===== config.mk =====
export PLATFORM = sky130hd
export DESIGN_NAME = i2c_cmd_capture_flat
export DESIGN_NICKNAME = d
export VERILOG_FILES = /design/src/design/i2c_pkg.sv /design/src/design/i2c_cmd_if.sv /design/src/design/i2c_cmd_capture.sv /design/src/flat_wrapper.sv
export SDC_FILE = /design/constraint.sdc
export NUM_CORES = 1
export LEC_CHECK = 0
export BUFFER_PORTS_ARGS = -buffer_cell sky130_fd_sc_hd__buf_4
export CORE_MARGIN = 3
export CORE_UTILIZATION = 40
export CTS_CLUSTER_SIZE = 20
export DETAILED_ROUTE_END_ITERATION = 7
export GPL_ROUTABILITY_DRIVEN = 0
export PLACE_DENSITY = 0.79
export SKIP_CTS_REPAIR_TIMING = 1
export SLEW_MARGIN = 25
export SYNTH_ARGS = -nofsm -noshare
export SYNTH_HDL_FRONTEND = slang
export SYNTH_SLANG_ARGS = --single-unit

===== constraint.sdc =====
create_clock -name clk -period 3.6 [get_ports clk]
set_input_delay 0.36 -clock clk [delete_from_list [all_inputs] [get_ports clk]]
set_output_delay 0.36 -clock clk [all_outputs]
set_load 0.02 [all_outputs]

===== src/design/i2c_pkg.sv =====
package i2c_pkg;

    // bus field widths
    localparam int ADDR_W = 7;
    localparam int DATA_W = 8;

    // one bit slot is cut into four quarter phases
    localparam int PHASES_PER_BIT = 4;

    // start, 7 address, rw, ack, 8 data, ack, stop
    localparam int SLOTS_PER_FRAME = 20;

    typedef logic [ADDR_W-1:0] addr_t;
    typedef logic [DATA_W-1:0] data_t;

    // value is the bit that goes out in the rw slot
    typedef enum logic {
        RW_WRITE = 1'b0,
        RW_READ  = 1'b1
    } i2c_rw_e;

    typedef enum logic [3:0] {
        ST_IDLE,
        ST_START,
        ST_ADDR,
        ST_RW,
        ST_ACK1,
        ST_WRITE,
        ST_READ,
        ST_ACK2,
        ST_STOP
    } i2c_state_e;

endpackage


===== src/design/i2c_cmd_if.sv =====
`timescale 1ns/1ps

interface i2c_cmd_if import i2c_pkg::*; ();

    // one-cycle strobe, payload stays put until the next accepted request
    logic    start;
    addr_t   addr;
    data_t   data;
    i2c_rw_e rw;

    modport source (
        output start,
        output addr,
        output data,
        output rw
    );

    modport sink (
        input start,
        input addr,
        input data,
        input rw
    );

endinterface


===== src/design/i2c_cmd_capture.sv =====
`timescale 1ns/1ps

module i2c_cmd_capture import i2c_pkg::*; (
    input  logic      clk,
    input  logic      reset_p,
    input  addr_t     i_addr,
    input  data_t     i_data,
    input  i2c_rw_e   i_rw,
    input  logic      i_valid,
    input  logic      i_busy,
    i2c_cmd_if.source cmd
);

    logic start_q;
    logic accept;

    // the strobe cycle counts as pending, busy only rises one cycle later
    assign accept = i_valid && !i_busy && !start_q;

    always_ff @(posedge clk or posedge reset_p) begin
        if (reset_p) begin
            start_q <= 1'b0;
        end else begin
            start_q <= accept;
        end
    end

    always_ff @(posedge clk) begin
        if (accept) begin
            cmd.addr <= i_addr;
            cmd.data <= i_data;
            cmd.rw   <= i_rw;
        end
    end

    assign cmd.start = start_q;

endmodule


===== src/flat_wrapper.sv =====
// flat-port wrapper written by rule: the top's interface ports become plain ports
module i2c_cmd_capture_flat import i2c_pkg::*;
  (clk, reset_p, i_addr, i_data, i_rw, i_valid, i_busy, cmd_start, cmd_addr, cmd_data, cmd_rw);
  i2c_cmd_if cmd_i ();
  input  logic clk;
  input  logic reset_p;
  input  addr_t i_addr;
  input  data_t i_data;
  input  i2c_rw_e i_rw;
  input  logic i_valid;
  input  logic i_busy;
  output wire logic [$bits(cmd_i.start)-1:0] cmd_start;
  output wire logic [$bits(cmd_i.addr)-1:0] cmd_addr;
  output wire logic [$bits(cmd_i.data)-1:0] cmd_data;
  output wire logic [$bits(cmd_i.rw)-1:0] cmd_rw;
  assign cmd_start = cmd_i.start;
  assign cmd_addr = cmd_i.addr;
  assign cmd_data = cmd_i.data;
  assign cmd_rw = cmd_i.rw;
  i2c_cmd_capture u_core (.clk(clk), .reset_p(reset_p), .i_addr(i_addr), .i_data(i_data), .i_rw(i_rw), .i_valid(i_valid), .i_busy(i_busy), .cmd(cmd_i));
endmodule

# After elaboration in Yosys (flattened, before gate mapping)
# Index checks and enable logic that the tools add are counted.
# totals
reg_bits	17
inputBits	20
out_inout_bits	17
wordCells	8
# classes
reduce_logical	4
# ops
operator	n
$logic_and A1 B1 Y1	2
$logic_not A1 Y1	2

# Depth between registers and ports, before layout
# logic_depth
ltp_word	3
ltp_mapped	1
depth_no_buf	1

# Worst setup path before layout
# No wires, ideal clock.
# synth_timing
path_kind	register to register
startpoint	reg u_core.start_q (netlist: u_core.cmd.start)
endpoint	reg u_core.cmd.addr[0], enable pin
setup_time_ns	0.388
t_arrival_ns	1.223
slack_ns	1.989
path_stages_with_launch	2
path_buffers	0
cell_sequence	dfrtp_1 -> nor3b_2
# synth_between
elab_chain_cells	2
# synth_rtl
item	line	text
start: declaration	i2c_cmd_capture.sv:14	logic start_q;
start signal: assignment	i2c_cmd_capture.sv:24	start_q <= accept;
$logic_not A1 Y1	i2c_cmd_capture.sv:18	assign accept = i_valid && !i_busy && !start_q;
$logic_and A1 B1 Y1	i2c_cmd_capture.sv:18	
named net u_core.accept	i2c_cmd_capture.sv:15	logic accept;
end signal: assignment	i2c_cmd_capture.sv:30	cmd.addr <= i_addr;
end: declaration	i2c_cmd_if.sv:13	output addr,
# The timed path passes the listed nets, and every way through them passes these cells.
# A chain may end at the register's enable or synchronous reset.

# Worst setup path in the final report
# layout_timing
startpoint	reg u_core.start_q (netlist: u_core.cmd.start)
endpoint	reg u_core.cmd.addr[3], enable pin
# The elaborated chain is that of the path after synthesis.

==> impl_results.html <==
<table>
<tr><th>Metric</th><th>Value</th></tr>
<tr><th colspan="2">Outcome</th></tr>
<tr><td>Status</td><td>finished clean</td></tr>
<tr><th colspan="2">Clock network</th></tr>
<tr><td>Cell at the root of the clock tree</td><td>sky130_fd_sc_hd__clkbuf_4</td></tr>
<tr><td>Number of H-tree levels</td><td>1</td></tr>
<tr><td>Clock buffer depth</td><td>2</td></tr>
<tr><td>Count of clock tree sinks</td><td>17</td></tr>
<tr><td>Clock slew seen by the registers of the worst setup and hold paths</td><td>0.09 ns</td></tr>
<tr><td>Clock insertion delay at the later pin of the skew report</td><td>0.28 ns</td></tr>
<tr><td>TritonCTS clock tree</td><td>built</td></tr>
<tr><td>TritonCTS Buffers</td><td>3</td></tr>
<tr><th colspan="2">GRT</th></tr>
<tr><td>Congestion Overflow GR</td><td>0</td></tr>
<tr><td>Antenna violations before repair</td><td>0</td></tr>
<tr><td>Pin count of the biggest net entering global routing</td><td>18</td></tr>
<tr><td>Vias in the first global route</td><td>370</td></tr>
<tr><td>Total Routing Usage GR</td><td>12.25%</td></tr>
<tr><td>First-pass GRT wire length</td><td>1.559 mm</td></tr>
<tr><th colspan="2">Die</th></tr>
<tr><td>Ports placed on the boundary</td><td>37</td></tr>
<tr><td>Area of the die</td><td>1774 um2</td></tr>
<tr><td>Overall die width</td><td>42.12 um</td></tr>
<tr><td>Floorplan Core Area</td><td>1171 um2</td></tr>
<tr><td>Row Count</td><td>12</td></tr>
<tr><td>Initial core utilization</td><td>44.55%</td></tr>
<tr><td>Die extent in y</td><td>42.12 um</td></tr>
<tr><th colspan="2">Critical path</th></tr>
<tr><td>Highest net fanout along the worst path</td><td>17</td></tr>
<tr><td>Crit Path Category</td><td>reg -&gt; reg</td></tr>
<tr><td>Worst-path cell chain</td><td>nor3b_4</td></tr>
<tr><td>Top cell family by delay on the critical path</td><td>simple AND/OR/NAND/NOR gates</td></tr>
<tr><td>Data required time of the critical path</td><td>3.51 ns</td></tr>
<tr><td>Critical path buffer and inverter count</td><td>0</td></tr>
<tr><td>Worst Path Arrival</td><td>1.37 ns</td></tr>
<tr><td>CP max stage cell</td><td>sky130_fd_sc_hd__nor3b_4</td></tr>
<tr><td>Endpoint type of the worst setup path</td><td>flop</td></tr>
<tr><td>Setup crit start kind</td><td>flop</td></tr>
<tr><td>Worst stage delay on the critical path</td><td>0.68 ns</td></tr>
<tr><th colspan="2">Detailed routing</th></tr>
<tr><td>Routed len/inst</td><td>12.76 um</td></tr>
<tr><td>Final Routed Wirelength</td><td>944 um</td></tr>
<tr><td>Remaining design rule violation count</td><td>0</td></tr>
<tr><td>Vias after detailed routing</td><td>319</td></tr>
<tr><td>Met1 layer wirelength in the final routing</td><td>298 um</td></tr>
<tr><td>Sum of met2 wire segment lengths after detailed routing</td><td>542 um</td></tr>
<tr><td>Number of detailed-route iterations in the first pass</td><td>2</td></tr>
<tr><td>Antenna-violating nets left</td><td>0</td></tr>
<tr><td>Amount of wire on met3 after detailed routing</td><td>99 um</td></tr>
<tr><td>Number of design-rule violations left by the first detailed-router iteration</td><td>2</td></tr>
<tr><td>DR vias/cell</td><td>4.311</td></tr>
<tr><td>Highest Signal Layer</td><td>met4</td></tr>
<tr><th colspan="2">Pwr</th></tr>
<tr><td>Leak Pwr</td><td>0.3651 nW</td></tr>
<tr><td>Power density over cell area</td><td>430.0 nW/um2</td></tr>
<tr><td>Largest vdd supply drop</td><td>257.2 uV</td></tr>
<tr><td>Total power</td><td>366.4 uW</td></tr>
<tr><th colspan="2">Synth</th></tr>
<tr><td>Register area share after synthesis</td><td>96.88%</td></tr>
<tr><td>Number of instances in the synthesized netlist</td><td>19</td></tr>
<tr><td>Number of warning messages in the yosys log</td><td>0</td></tr>
<tr><td>Syn_nets</td><td>39</td></tr>
<tr><td>Post-synthesis mux area share</td><td>0%</td></tr>
<tr><td>Post-synthesis cell type count</td><td>4</td></tr>
<tr><td>Share of synthesized cell area in full adder, half adder and majority cells</td><td>0%</td></tr>
<tr><td>Xor/xnor share of the synthesized area</td><td>0%</td></tr>
<tr><td>Synthesized-area fraction occupied by and/or/nand/nor cells</td><td>2.398%</td></tr>
<tr><td>Synthesized area divided by synthesized cell count</td><td>27.46 um2</td></tr>
<tr><td>Compound-Gate Fraction of Synth Area</td><td>0%</td></tr>
<tr><td>Netlist area before placement</td><td>521.8 um2</td></tr>
<tr><td>Main combinational cell family by area after synthesis</td><td>simple AND/OR/NAND/NOR gates</td></tr>
<tr><td>Number of register bits inferred by synthesis</td><td>17</td></tr>
<tr><th colspan="2">Flow run</th></tr>
<tr><td>Max-cap viol count</td><td>0</td></tr>
<tr><th colspan="2">Placement</th></tr>
<tr><td>I/O Buffers</td><td>36</td></tr>
<tr><td>HPWL reported at the end of detailed placement</td><td>726.5 um</td></tr>
<tr><td>Number of cells in the design after placement</td><td>69</td></tr>
<tr><th colspan="2">STA</th></tr>
<tr><td>Transition time at the pin with the least slew margin</td><td>0.7734 ns</td></tr>
<tr><td>Unrepaired setup endpoints after global routing</td><td>no</td></tr>
<tr><td>Final hold vios</td><td>0</td></tr>
<tr><td>Maximum clock frequency</td><td>687.4 MHz</td></tr>
<tr><td>Shortest clock period the worst path allows after layout</td><td>1.455 ns</td></tr>
<tr><td>Share of the cycle needed by the critical path after routing</td><td>40.41%</td></tr>
<tr><td>Post-Route Setup TNS</td><td>0 ns</td></tr>
<tr><td>Slew HR</td><td>48.39%</td></tr>
<tr><td>Setup violators final</td><td>0</td></tr>
<tr><td>Number of max-slew violations in the final report</td><td>0</td></tr>
<tr><td>Setup Skew</td><td>0.002048 ns</td></tr>
<tr><th colspan="2">Worst hold path</th></tr>
<tr><td>Path class of the lowest-slack min-delay path</td><td>in -&gt; reg</td></tr>
<tr><th colspan="2">Final layout</th></tr>
<tr><td>Final-stage net count</td><td>81</td></tr>
<tr><td>Antenna diode count</td><td>0</td></tr>
<tr><td>Synth-to-Final Area Change</td><td>63.31%</td></tr>
<tr><td>Share of layout cells above drive strength 1</td><td>66.67%</td></tr>
<tr><td>Post-layout instance count excluding filler cells</td><td>74</td></tr>
</table>
-- power breakdown --
part           internal, mW  switching, mW
Clock                0.0429         0.0523
Combinational        0.0237         0.0190
Sequential            0.226        0.00256
Total                 0.293         0.0738
-- synthesized netlist by cell type (all sizes together) --
| cell type | n | area share (%) |
|---|---|---|
| edfxtp | 16 | 92 |
| dfrtp | 1 | 4.8 |
| inv | 1 | 0.72 |
| nor3b | 1 | 2.4 |
-- cell type report --
class                   instances  area, um2
flip-flops and latches         17      505.5
fillers                        85      319.1
repair buffers                 37      280.3
clock buffers                   4      26.28
multi-input cells               1      18.77
well taps                      14      17.52
inverters                       1      3.754
-- final timing paths --
check / slack (ns) / cells after the start / endpoint / start
worst max-delay path: 2.15 / 1 / u_core.cmd.addr[3] / u_core.cmd.start
worst min-delay path: 0.25 / 1 / u_core.cmd.data[6] / i_data[6]
worst max register to register: 2.15 / 1 / u_core.cmd.addr[3] / u_core.cmd.start
worst min register to register: 0.59 / 1 / u_core.cmd.start / u_core.cmd.start
max in group asynchronous: 3.04 / 3 / u_core.cmd.start / reset_p
min in group asynchronous: 0.47 / 3 / u_core.cmd.start / reset_p
-- registers in the layout, indices dropped and copies added, names as in the netlist --
| name | cells |
|---|---|
| u_core.cmd.addr | 7 |
| u_core.cmd.rw | 1 |
| u_core.cmd.start | 1 |
| u_core.cmd.data | 8 |
-- cell usage in the layout, fill, tap and decap left out, drive strengths merged --
master / n
buf: 36
edfxtp: 16
inv: 1
clkbuf: 4
dfrtp: 1
nor3b: 1
dlygate4sd3: 1
-- metrics by stage --
step | cell area (um2) | util [%] | hold slack, ns | setup WS (ns)
floorplan | 521.8 | - | 0.08871 | 1.989
global placement | 809.5 | 69.12 | 0.2065 | 1.857
detailed placement | 809.5 | 69.12 | 0.2071 | 1.795
CTS | 835.8 | 71.37 | -0.1043 | 1.861
global route | 852.1 | 72.76 | 0.2283 | 2.036
finish | 852.1 | 72.76 | 0.2512 | 2.145
-- routing by layer --
metal | track usage (%) | vias up
met5 | 0 | -
met4 | 7.453 | 0
met3 | 4.721 | 2
met2 | 22.22 | 20
met1 | 11.30 | 143
li1 | - | 154
-- cells by family (layout without fill, tap and decap cells) --
kind of cell | count (synthesis) | count (layout)
buf+inv | 1 | 42
flops | 17 | 17
simple gates | 1 | 1
Note: power is estimated with default switching activity, not from simulation.
