--- src/design/i2c_pkg.sv ---
package i2c_pkg;

    // bus field widths
    localparam int ADDR_W = 7;
    localparam int DATA_W = 8;

    // one bit slot is cut into four quarter phases
    localparam int PHASES_PER_BIT = 4;

    // start, 7 address, rw, ack, 8 data, ack, stop
    localparam int SLOTS_PER_FRAME = 20;

    typedef logic [ADDR_W-1:0] addr_t;
    typedef logic [DATA_W-1:0] data_t;

    // value is the bit that goes out in the rw slot
    typedef enum logic {
        RW_WRITE = 1'b0,
        RW_READ  = 1'b1
    } i2c_rw_e;

    typedef enum logic [3:0] {
        ST_IDLE,
        ST_START,
        ST_ADDR,
        ST_RW,
        ST_ACK1,
        ST_WRITE,
        ST_READ,
        ST_ACK2,
        ST_STOP
    } i2c_state_e;

endpackage

--- src/design/i2c_cmd_if.sv ---
`timescale 1ns/1ps

interface i2c_cmd_if import i2c_pkg::*; ();

    // one-cycle strobe, payload stays put until the next accepted request
    logic    start;
    addr_t   addr;
    data_t   data;
    i2c_rw_e rw;

    modport source (
        output start,
        output addr,
        output data,
        output rw
    );

    modport sink (
        input start,
        input addr,
        input data,
        input rw
    );

endinterface

--- src/design/i2c_line_if.sv ---
`timescale 1ns/1ps

interface i2c_line_if ();

    logic scl_level;
    // high releases sda, low pulls it down
    logic sda_release;
    logic sample;
    logic rx_done;

    modport source (
        output scl_level,
        output sda_release,
        output sample,
        output rx_done
    );

    modport sink (
        input scl_level,
        input sda_release,
        input sample,
        input rx_done
    );

endinterface

--- src/design/i2c_bit_sequencer.sv ---
`timescale 1ns/1ps

module i2c_bit_sequencer import i2c_pkg::*; #(
    parameter int CLKS_PER_PHASE = 1
) (
    input  logic       clk,
    input  logic       reset_p,
    i2c_cmd_if.sink    cmd,
    i2c_line_if.source line,
    output logic       o_busy
);

    localparam int CNT_W = (CLKS_PER_PHASE > 1) ? $clog2(CLKS_PER_PHASE) : 1;
    localparam int IDX_W = $clog2(DATA_W);

    i2c_state_e        state;
    logic [CNT_W-1:0]  phase_cnt;
    logic [1:0]        phase;
    logic [IDX_W-1:0]  bit_idx;
    data_t             tx_shift;
    logic              phase_last;
    logic              slot_last;
    logic              scl_pulse;

    assign phase_last = (phase_cnt == CNT_W'(CLKS_PER_PHASE - 1));
    assign slot_last  = phase_last && (phase == 2'(PHASES_PER_BIT - 1));

    // scl is high in the middle two phases of a normal slot
    assign scl_pulse = phase[1] ^ phase[0];

    always_ff @(posedge clk or posedge reset_p) begin
        if (reset_p) begin
            state     <= ST_IDLE;
            phase_cnt <= '0;
            phase     <= '0;
            bit_idx   <= '0;
        end else if (state == ST_IDLE) begin
            phase_cnt <= '0;
            phase     <= '0;
            bit_idx   <= '0;
            if (cmd.start) begin
                state <= ST_START;
            end
        end else begin
            phase_cnt <= phase_last ? '0 : phase_cnt + 1'b1;
            if (phase_last) begin
                phase <= phase + 1'b1;
            end
            if (slot_last) begin
                case (state)
                    ST_START: begin
                        state <= ST_ADDR;
                    end
                    ST_ADDR: begin
                        if (bit_idx == IDX_W'(ADDR_W - 1)) begin
                            bit_idx <= '0;
                            state   <= ST_RW;
                        end else begin
                            bit_idx <= bit_idx + 1'b1;
                        end
                    end
                    ST_RW: begin
                        state <= ST_ACK1;
                    end
                    ST_ACK1: begin
                        state <= (cmd.rw == RW_READ) ? ST_READ : ST_WRITE;
                    end
                    ST_WRITE, ST_READ: begin
                        if (bit_idx == IDX_W'(DATA_W - 1)) begin
                            bit_idx <= '0;
                            state   <= ST_ACK2;
                        end else begin
                            bit_idx <= bit_idx + 1'b1;
                        end
                    end
                    ST_ACK2: begin
                        state <= ST_STOP;
                    end
                    default: begin
                        state <= ST_IDLE;
                    end
                endcase
            end
        end
    end

    // address and rw go out of one shifter, data is loaded after the first ack
    always_ff @(posedge clk) begin
        if (state == ST_IDLE && cmd.start) begin
            tx_shift <= {cmd.addr, cmd.rw};
        end else if (slot_last && state == ST_ACK1) begin
            tx_shift <= cmd.data;
        end else if (slot_last && (state inside {ST_ADDR, ST_RW, ST_WRITE})) begin
            tx_shift <= {tx_shift[DATA_W-2:0], 1'b0};
        end
    end

    always_comb begin
        line.scl_level   = 1'b1;
        line.sda_release = 1'b1;
        case (state)
            ST_IDLE: begin
                line.scl_level   = 1'b1;
                line.sda_release = 1'b1;
            end
            ST_START: begin
                // sda falls in phase 2 while scl is still high
                line.scl_level   = scl_pulse;
                line.sda_release = !phase[1];
            end
            ST_STOP: begin
                // scl stays high from phase 1 on, sda rises in phase 2
                line.scl_level   = (phase != 2'd0);
                line.sda_release = phase[1];
            end
            ST_ADDR, ST_RW, ST_WRITE: begin
                line.scl_level   = scl_pulse;
                line.sda_release = tx_shift[DATA_W-1];
            end
            default: begin
                // ack and read slots leave sda to the slave
                line.scl_level   = scl_pulse;
                line.sda_release = 1'b1;
            end
        endcase
    end

    assign line.sample  = (state == ST_READ) && (phase == 2'd2) && phase_last;
    assign line.rx_done = (state == ST_STOP) && slot_last && (cmd.rw == RW_READ);

    assign o_busy = (state != ST_IDLE);

endmodule

--- src/flat_wrapper.sv ---
// flat-port wrapper written by rule: the top's interface ports become plain ports
module i2c_bit_sequencer_flat import i2c_pkg::*;
#(
    parameter int CLKS_PER_PHASE = 1
)
  (clk, reset_p, o_busy, cmd_start, cmd_addr, cmd_data, cmd_rw, line_scl_level, line_sda_release, line_sample, line_rx_done);
  i2c_cmd_if cmd_i ();
  i2c_line_if line_i ();
  input  logic clk;
  input  logic reset_p;
  output logic o_busy;
  input wire logic [$bits(cmd_i.start)-1:0] cmd_start;
  input wire logic [$bits(cmd_i.addr)-1:0] cmd_addr;
  input wire logic [$bits(cmd_i.data)-1:0] cmd_data;
  input wire logic [$bits(cmd_i.rw)-1:0] cmd_rw;
  output wire logic [$bits(line_i.scl_level)-1:0] line_scl_level;
  output wire logic [$bits(line_i.sda_release)-1:0] line_sda_release;
  output wire logic [$bits(line_i.sample)-1:0] line_sample;
  output wire logic [$bits(line_i.rx_done)-1:0] line_rx_done;
  assign cmd_i.start = cmd_start;
  assign cmd_i.addr = cmd_addr;
  assign cmd_i.data = cmd_data;
  assign cmd_i.rw = cmd_rw;
  assign line_scl_level = line_i.scl_level;
  assign line_sda_release = line_i.sda_release;
  assign line_sample = line_i.sample;
  assign line_rx_done = line_i.rx_done;
  i2c_bit_sequencer #(.CLKS_PER_PHASE(CLKS_PER_PHASE)) u_core (.clk(clk), .reset_p(reset_p), .cmd(cmd_i), .line(line_i), .o_busy(o_busy));
endmodule
--- config.mk ---
export PLATFORM = sky130hd
export DESIGN_NAME = i2c_bit_sequencer_flat
export DESIGN_NICKNAME = d
export VERILOG_FILES = /design/src/design/i2c_pkg.sv /design/src/design/i2c_cmd_if.sv /design/src/design/i2c_line_if.sv /design/src/design/i2c_bit_sequencer.sv /design/src/flat_wrapper.sv
export SDC_FILE = /design/constraint.sdc
export NUM_CORES = 1
export LEC_CHECK = 0
export ABC_AREA = 1
export BUFFER_PORTS_ARGS = -buffer_cell sky130_fd_sc_hd__buf_4
export CAP_MARGIN = 20
export CORE_AREA = 2 2 50 52
export DETAILED_ROUTE_END_ITERATION = 8
export DIE_AREA = 0 0 52 54
export PLACE_DENSITY = 0.77
export RECOVER_POWER = 100
export SLEW_MARGIN = 5
export SYNTH_ARGS = -nofsm -noshare
export SYNTH_HDL_FRONTEND = slang
export SYNTH_SLANG_ARGS = --single-unit
export TNS_END_PERCENT = 10
--- constraint.sdc ---
create_clock -name clk -period 4.9 [get_ports clk]
set_clock_uncertainty 0.15 [all_clocks]
set_input_delay 0.98 -clock clk [delete_from_list [all_inputs] [get_ports clk]]
set_output_delay 0.98 -clock clk [all_outputs]
set_load 0.03 [all_outputs]
======== Yosys cells after proc, flatten, opt, wreduce, memory -nomap -nowiden ========
Index checks and enable logic that the tools add are counted.
Widths: inputs -> output; s select.
word-level totals
  flip-flop bits (word level) ............. 18
  bits of input ports ..................... 19
  output and inout bits ................... 5
  word-level logic and storage cells ...... 67
operators by class
  add/subtract/negate cells ............... 3
  equality and inequality tests ........... 16
  mux-type cells .......................... 21
  bitwise logic cells ..................... 2
  reduce and logical (&&, ||, !) cells .... 20
operators by type and width
  cell                 count
  $mux 8               3
  $pmux 4 s6           1
  $mux 4               5
  $eq 4x3->1 const B   4
  $mux 3               4
  $reduce_bool 3->1    3
  $eq 4x2->1 const B   2
  $logic_and 1x1->1    8
  $eq 3x3->1 const B   2
  $mux 2               3
  $ne 3x1->1 const B   2
  $pmux 3 s2           1
  $eq 2x2->1 const B   2
  $eq 4x1->1 const B   1
  $eq 4x4->1 const B   1
  $logic_not 4->1      1
  $ne 2x2->1 const B   2
  $reduce_and 4->1     1
  $reduce_bool 2->1    2
  $reduce_bool 4->1    1
  $add 3x1->3 const B  1
  $pmux 1 s3           1
  $reduce_or 3->1      1
  $add 2x1->2 const B  1
  8 further kinds      9

======== Logic depth before layout (Yosys ltp) ========
Gate-level depths: netlist of the first run.
  word-level depth ........................ 6
  mapped depth ............................ 9

======== Worst setup path after synthesis of the first run ========
Ideal clock, no wire load.
  path type ............................... input port to output port
  start point ............................. input port cmd_rw
  end point ............................... output port line_rx_done
  data arrival time ....................... 1.707 ns
  setup slack ............................. 2.063 ns
  stages on the path ...................... 2
  path buffers ............................ 0
  path through ............................ inv_1 > nor3_1
on the way
  word-level cells in the longest chain between the ends .. 1
RTL lines
  what                RTL line                  RTL
  start: declaration  flat_wrapper.sv:15        input wire logic [$bits(cmd_i.rw)-1:0] cmd_rw;
  $logic_and 1x1->1   i2c_bit_sequencer.sv:129  assign line.rx_done = (state == ST_STOP) && slot_last && (cmd.rw == RW_READ);
  end: declaration    flat_wrapper.sv:19        output wire logic [$bits(line_i.rx_done)-1:0] line_rx_done;
Every way passes these cells.

======== Worst setup path in the final report of the first run ========
  start point ............................. register u_core.state[1]
  end point ............................... output port line_rx_done
on the way
  word-level cells in the longest chain between the ends .. 3
RTL lines
  what                            RTL line                  RTL
  start: declaration              i2c_bit_sequencer.sv:16   i2c_state_e state;
  start signal: assignment        i2c_bit_sequencer.sv:66   state <= (cmd.rw == RW_READ) ? ST_READ : ST_WRITE;
  $eq 4x4->1                      i2c_bit_sequencer.sv:129
  $logic_and 1x1->1 (2 in a row)  i2c_bit_sequencer.sv:129
Every way passes these cells.

==> results.yml, run 1 <==
status:
  status: "finished clean"
global_route:
  grt_max_degree: 11
  grt_pass1_wl_mm: 4.37
  met1_usage_pct: 28.5
  met2_usage_pct: 33.5
  antenna_found_initial: 0
  grt_pass1_vias: 1009
  use_met3_pct: 3.89
  grt_overflow: 0
  grt.busiest_layer: "met2"
  gr-usage-all-layers_pct: 21.1
cts:
  cts_max_level: 1
  cts_setup_buffers: 0
  cts_tree: "built"
  insertion_delay_ns: 0.30
  cts_inserted_buffers: 3
  clockRootBuffer: "clkbuf_4"
  clk_pin_slew_ns: 0.10
  cts_resized: 0
  hold_buffers: 0
  cts.sinks: 17
  cts.path.max_buffers: 2
min_path:
  hp-class: "flip-flop to flip-flop"
  hold_depth: 1
finish:
  drive_above_1_share_pct: 17.4
  final_area_sq_mm: 0.00144
  seq_area_sq_um: 465
  num-nets-final: 228
  area_delta_synth_final_pct: 14.6
  multiInputGateArea_sq_um: 619
  fillerInstances: 240
  diodes: 0
  utilization_pct: 61.9
floorplanning:
  dieArea_sq_mm: 0.00281
  core_region_area_sq_mm: 0.00232
  start_util_pct: 54.0
  rows: 18
  die_w_microns: 52
  die-height_microns: 54
  pin_count: 24
worst_setup_path:
  worst_r2r_path_depth: 3
  r2r_slack_ns: 2.59
  crit_arrival_ns: 1.96
  cp-startpoint: "u_core.state[1]$_DFFE_PP0P_"
  r2r_start: "u_core.state[2]$_DFFE_PP0P_"
  startpoint_type: "flip-flop"
  cp_max_fo: 8
  crit_path_end_kind: "output pin"
  crit_type: "flip-flop to output pin"
  r2r_end: "u_core.tx_shift[5]$_DFFE_PP_"
  cp-endpoint: "line_rx_done"
  cp_data_required_time_ns: 3.77
synthesis:
  ys_seq_area_share_pct: 37.2
  synth_top_area_share_pct: 19.2
  synth.net_count: 202
  synth_area_per_cell_sq_um: 7.12
  async_reset_ff_share_pct: 52.9
  synthTopCellsByArea: "edfxtp_1 (19%), dfrtp_1 (18%), nand2_1 (18%), nand3_1 (9.2%), inv_1 (8.7%)"
  synth.ff_latch_count: 17
  synthFlopType: "dfrtp_1"
  synth_edf_count: 8
  netlist-cell-type-count: 23
  netlist_area_sq_mm: 0.00125
  synthCells: 176
  yosys.area.top_type: "edfxtp_1"
  yosysWarningCount: 0
sta:
  finalSetupViolCount: 0
  slew_headroom_pct: 64.7
  clock.fmax_ghz: 0.323
  setup-tns-final_ns: 0
  worstMarginPinSlew_ns: 0.527
  rsz0062_at_grt: "no"
  period_share_pct: 63.2
  finalMaxSlewViolations: 0
  fin_ws_ns: 1.81
  min_period_ns: 3.09
  hold_viol_final: 0
placement:
  place_area_sq_mm: 0.00145
  pre_cts_ws_ns: 2.27
  portBuffers: 23
  dp_hpwl_mm: 2.00
  place.gp.congestion: 0.894
detailed_routing:
  ant_nets: 0
  wire_per_inst_microns: 11.0
  drt_iter0_drc: 25
  drt_pass1_iterations: 4
  vias: 1163
  wl_mm: 2.53
  drcViolationCount: 0
  vias_per_cell: 5.03
power:
  p_leak_nw: 0.789
  ir_drop_uv: 292
  combPwrFrac_pct: 55.5
  finalPower_w: 0.000753
  cellPowerDensity_mw_per_mm2: 524
  intPower_w: 0.000380
  pwr-share-clk_pct: 10.2
  p_sw_share_pct: 49.5
  power_switching_w: 0.000373
  p_seq_share_pct: 34.3
job:
  maxCapViolations: 0
## flip-flops by register name (all words and copies together), names as in the netlist
name	flops
u_core.tx_shift	8
u_core.state	4
u_core.bit_idx	3
u_core.phase	2
## layer usage
layer / up-vias / routed length, microns
met5: - / 0
met4: 0 / 39
met3: 5 / 140
met2: 25 / 1160
met1: 533 / 1190
li1: 600 / -
## through the flow
stage                     hold WS (ns)  cells
after floorplan                  0.282    176
after global placement           0.302    227
after detailed placement         0.311    227
after CTS                        0.325    231
after global routing             0.352    231
final                            0.319    231
## worst min path at each step
stage                                    startpoint                   endpoint
after floorplan           u_core.phase[0]$_DFF_PP0_  u_core.phase[0]$_DFF_PP0_
after global placement    u_core.phase[0]$_DFF_PP0_  u_core.phase[0]$_DFF_PP0_
after detailed placement  u_core.phase[0]$_DFF_PP0_  u_core.phase[0]$_DFF_PP0_
after CTS                 u_core.phase[0]$_DFF_PP0_  u_core.phase[0]$_DFF_PP0_
after global routing      u_core.phase[0]$_DFF_PP0_  u_core.phase[0]$_DFF_PP0_
final                     u_core.phase[0]$_DFF_PP0_  u_core.phase[0]$_DFF_PP0_
## placed cells by master (no fill, tap or decap), types with 6 or more instances in the layout
| master | netlist | layout |
|---|---|---|
| nand2_1 | 59 | 61 |
| nor2_1 | 7 | 8 |
| inv_1 | 29 | 29 |
| nand3_1 | 23 | 24 |
| edfxtp_1 | 8 | 8 |
| ha_1 | 7 | 7 |
| nand4_1 | 6 | 6 |
| buf_4 | 1 | 18 |
| dfrtp_1 | 9 | 9 |
## final cells by class
cell class / count / share of cell area, %
flip-flops and latches: 17 / 32.4
clock buffers: 3 / 1.57
inverters: 34 / 8.89
repair buffers: 23 / 11.0
clock inverters: 1 / 0.349
well taps: 30 / 2.62
multi-input cells: 123 / 43.2
## power groups by stage
stage	clock, W	sequential, W	combinational, W
after floorplan	0	0.000247	0.000351
after global placement	0	0.000261	0.000441
after detailed placement	0	0.000263	0.000448
after CTS	0.0000791	0.000260	0.000450
after global routing	0.0000850	0.000265	0.000475
final	0.0000767	0.000258	0.000418
## worst max-delay path, stage by stage, from the launching register on
cell and delay (ns):
dfrtp_1 0.50, clkinv_1 0.13, nand2_1 0.14, nor3_1 0.30, inv_1 0.11, nor3_1 0.16, clkbuf_1 0.34
## synthesized netlist by cell type, types with 2 or more instances
cell and n:
nand2_1 59, inv_1 29, nand3_1 23, dfrtp_1 9
edfxtp_1 8, ha_1 7, nor2_1 7, nand4_1 6
o21ai_0 4, inv_2 3, nand2_2 3, nor2_2 3
clkinv_1 2, nand2_4 2, nor2_4 2, nor3_1 2
## cell families after synthesis
kind of cell | count (synthesis) | share of synthesized area [%]
buf+inv | 36 | 11.1
compound gates | 6 | 2.70
simple gates | 110 | 42.1
flops | 17 | 37.2
fa+ha+maj | 7 | 6.99
Note: power is estimated with default switching activity, not from simulation.
==> run 2, diff against run 1 <==
- CORE_AREA: 2 2 50 52 -> 2 2 54 56
- DIE_AREA: 0 0 52 54 -> 0 0 56 58
- PLACE_DENSITY: 0.77 -> 0.7
- clock period: 4.9 -> 2.5 ns (I/O delays scaled with it)
==> run 2 against run 1 <==
Net effect: power is 100% higher; sequential share of layout area down 0.19 points; clock power grew 93%; global-route usage fell by 2.0 points; flip-flop and latch count stayed put; critical endpoint unchanged; critical path depth did not move; die area up 16%; sequential power rose by 98%.
==> results.yml, run 2 (same netlist as run 1, synthesis figures left out) <==
finish:
  area_delta_synth_final_pct: 15.6
  top_register: "u_core.tx_shift"
  drive_above_1_share_pct: 18.4
  reg_top3: "u_core.tx_shift (8), u_core.state (4), u_core.bit_idx (3)"
  num-nets-final: 228
  final_cell_mix: "nand2_1 (62), inv_1 (30), nand3_1 (23), buf_4 (18), nor2_1 (9)"
  largest_reg_flops: 8
  diodes: 0
  final_common_cell: "nand2_1"
  fillerInstances: 261
detailed_routing:
  vias: 1169
  drcViolationCount: 0
  vias_per_cell: 5.04
  wl_mm: 2.75
  ant_nets: 0
  drt_pass1_iterations: 4
  drt_iter0_drc: 43
  wire_per_inst_microns: 11.9
status:
  status: "finished clean"
global_route:
  grt_pass1_vias: 1186
  grt_max_degree: 11
  grt_pass1_wl_mm: 4.96
  gr-usage-all-layers_pct: 19.1
  grt_overflow: 0
  antenna_found_initial: 0
sta:
  hold_viol_final: 0
  rsz0062_at_grt: "no"
  finalSetupViolCount: 0
  period_share_pct: 94.0
  min_period_ns: 2.35
  finalMaxSlewViolations: 0
  setup-tns-final_ns: 0
  worstMarginPinSlew_ns: 0.415
  fin_hold_ws_ns: 0.0148
  clock.fmax_ghz: 0.426
  slew_headroom_pct: 72.3
cts:
  cts_inserted_buffers: 3
  clk_pin_slew_ns: 0.11
  cts.sinks: 17
  cts.path.max_buffers: 2
  cts_max_level: 1
  clockRootBuffer: "clkbuf_4"
  cts_setup_buffers: 0
  hold_buffers: 0
  cts_tree: "built"
  insertion_delay_ns: 0.29
placement:
  portBuffers: 23
  dp_hpwl_mm: 2.17
  place.gp.congestion: 0.944
power:
  ir_drop_uv: 608
  cellPowerDensity_mw_per_mm2: 1040
  p_leak_nw: 0.786
worst_setup_path:
  r2r_start: "u_core.state[0]$_DFFE_PP0P_"
  cp_max_fo: 7
  crit_arrival_ns: 1.70
  cp_data_required_time_ns: 1.85
  cp-endpoint: "line_rx_done"
  cp-startpoint: "u_core.state[0]$_DFFE_PP0P_"
  startpoint_type: "flip-flop"
  crit_path_end_kind: "output pin"
  crit_type: "flip-flop to output pin"
  r2r_end: "u_core.tx_shift[3]$_DFFE_PP_"
  r2r_slack_ns: 0.52
  worst_r2r_path_depth: 5
job:
  maxCapViolations: 0
floorplanning:
  die_w_microns: 56
  dieArea_sq_mm: 0.00325
  start_util_pct: 47.0
  pin_count: 24
  core_region_area_sq_mm: 0.00266
  rows: 19
  die-height_microns: 58
min_path:
  hp-class: "input port to async pin"
==> run 2: critical path, stage by stage (launching register included) <==
cell and delay (ns):
dfrtp_1 0.49, inv_2 0.13, nand2_2 0.10, nor3_2 0.22, inv_1 0.11, nor3_1 0.15
buf_2 0.22
==> run 2: metrics by stage <==
stage          worst slack (ns)  area [sq um]  total power (W)  utilization, %  std cells
2_1_floorplan             0.226          1250          0.00117               -        176
3_3_place_gp              0.539          1450          0.00138            54.6        228
3_5_place_dp              0.388          1450          0.00141            54.6        228
4_1_cts                  0.0595          1480          0.00155            55.6        232
5_1_grt                  0.0342          1450          0.00165            54.4        232
6_report                  0.150          1450          0.00150            54.4        232
==> run 2: what timing repair did <==
action | 4_1_cts | 5_1_grt
endpoints found under the setup margin | 0 | 3
gates resized for setup | 0 | 2
endpoints found under the hold margin | 0 | 0
==> run 2: metal layers <==
| layer | up-vias | GRT usage (%) | part of all wire (%) |
|---|---|---|---|
| met5 | - | 0 | 0 |
| met4 | 0 | 6.46 | 0.98 |
| met3 | 4 | 3.35 | 3.5 |
| met2 | 24 | 32.4 | 48 |
| met1 | 538 | 24.9 | 48 |
| li1 | 603 | - | - |
==> run 2: final cells by class <==
cell class              instances  area, sq um  area share (%)
clock buffers                   3         22.5            1.56
repair buffers                 23          160            11.1
flip-flops and latches         17          467            32.2
well taps                      31         38.8            2.68
clock inverters                 1         5.00           0.346
inverters                      34          128            8.82
multi-input cells             123          627            43.3
==> run 2: worst min-delay path by stage <==
stage,end,cells past startpoint
5_1_grt,u_core.phase[1]$_DFF_PP0_,2
6_report,u_core.phase[1]$_DFF_PP0_,2
2_1_floorplan,u_core.bit_idx[0]$_DFFE_PP0P_,1
3_5_place_dp,u_core.phase[0]$_DFF_PP0_,1
4_1_cts,u_core.state[0]$_DFFE_PP0P_,2
3_3_place_gp,u_core.phase[0]$_DFF_PP0_,1
==> run 2: report_power, final <==
group	switching, W	internal, W	leakage [nW]
sequential	0.0000873	0.000424	0.192
combinational	0.000574	0.000270	0.576
clock	0.0000889	0.0000594	0.0177
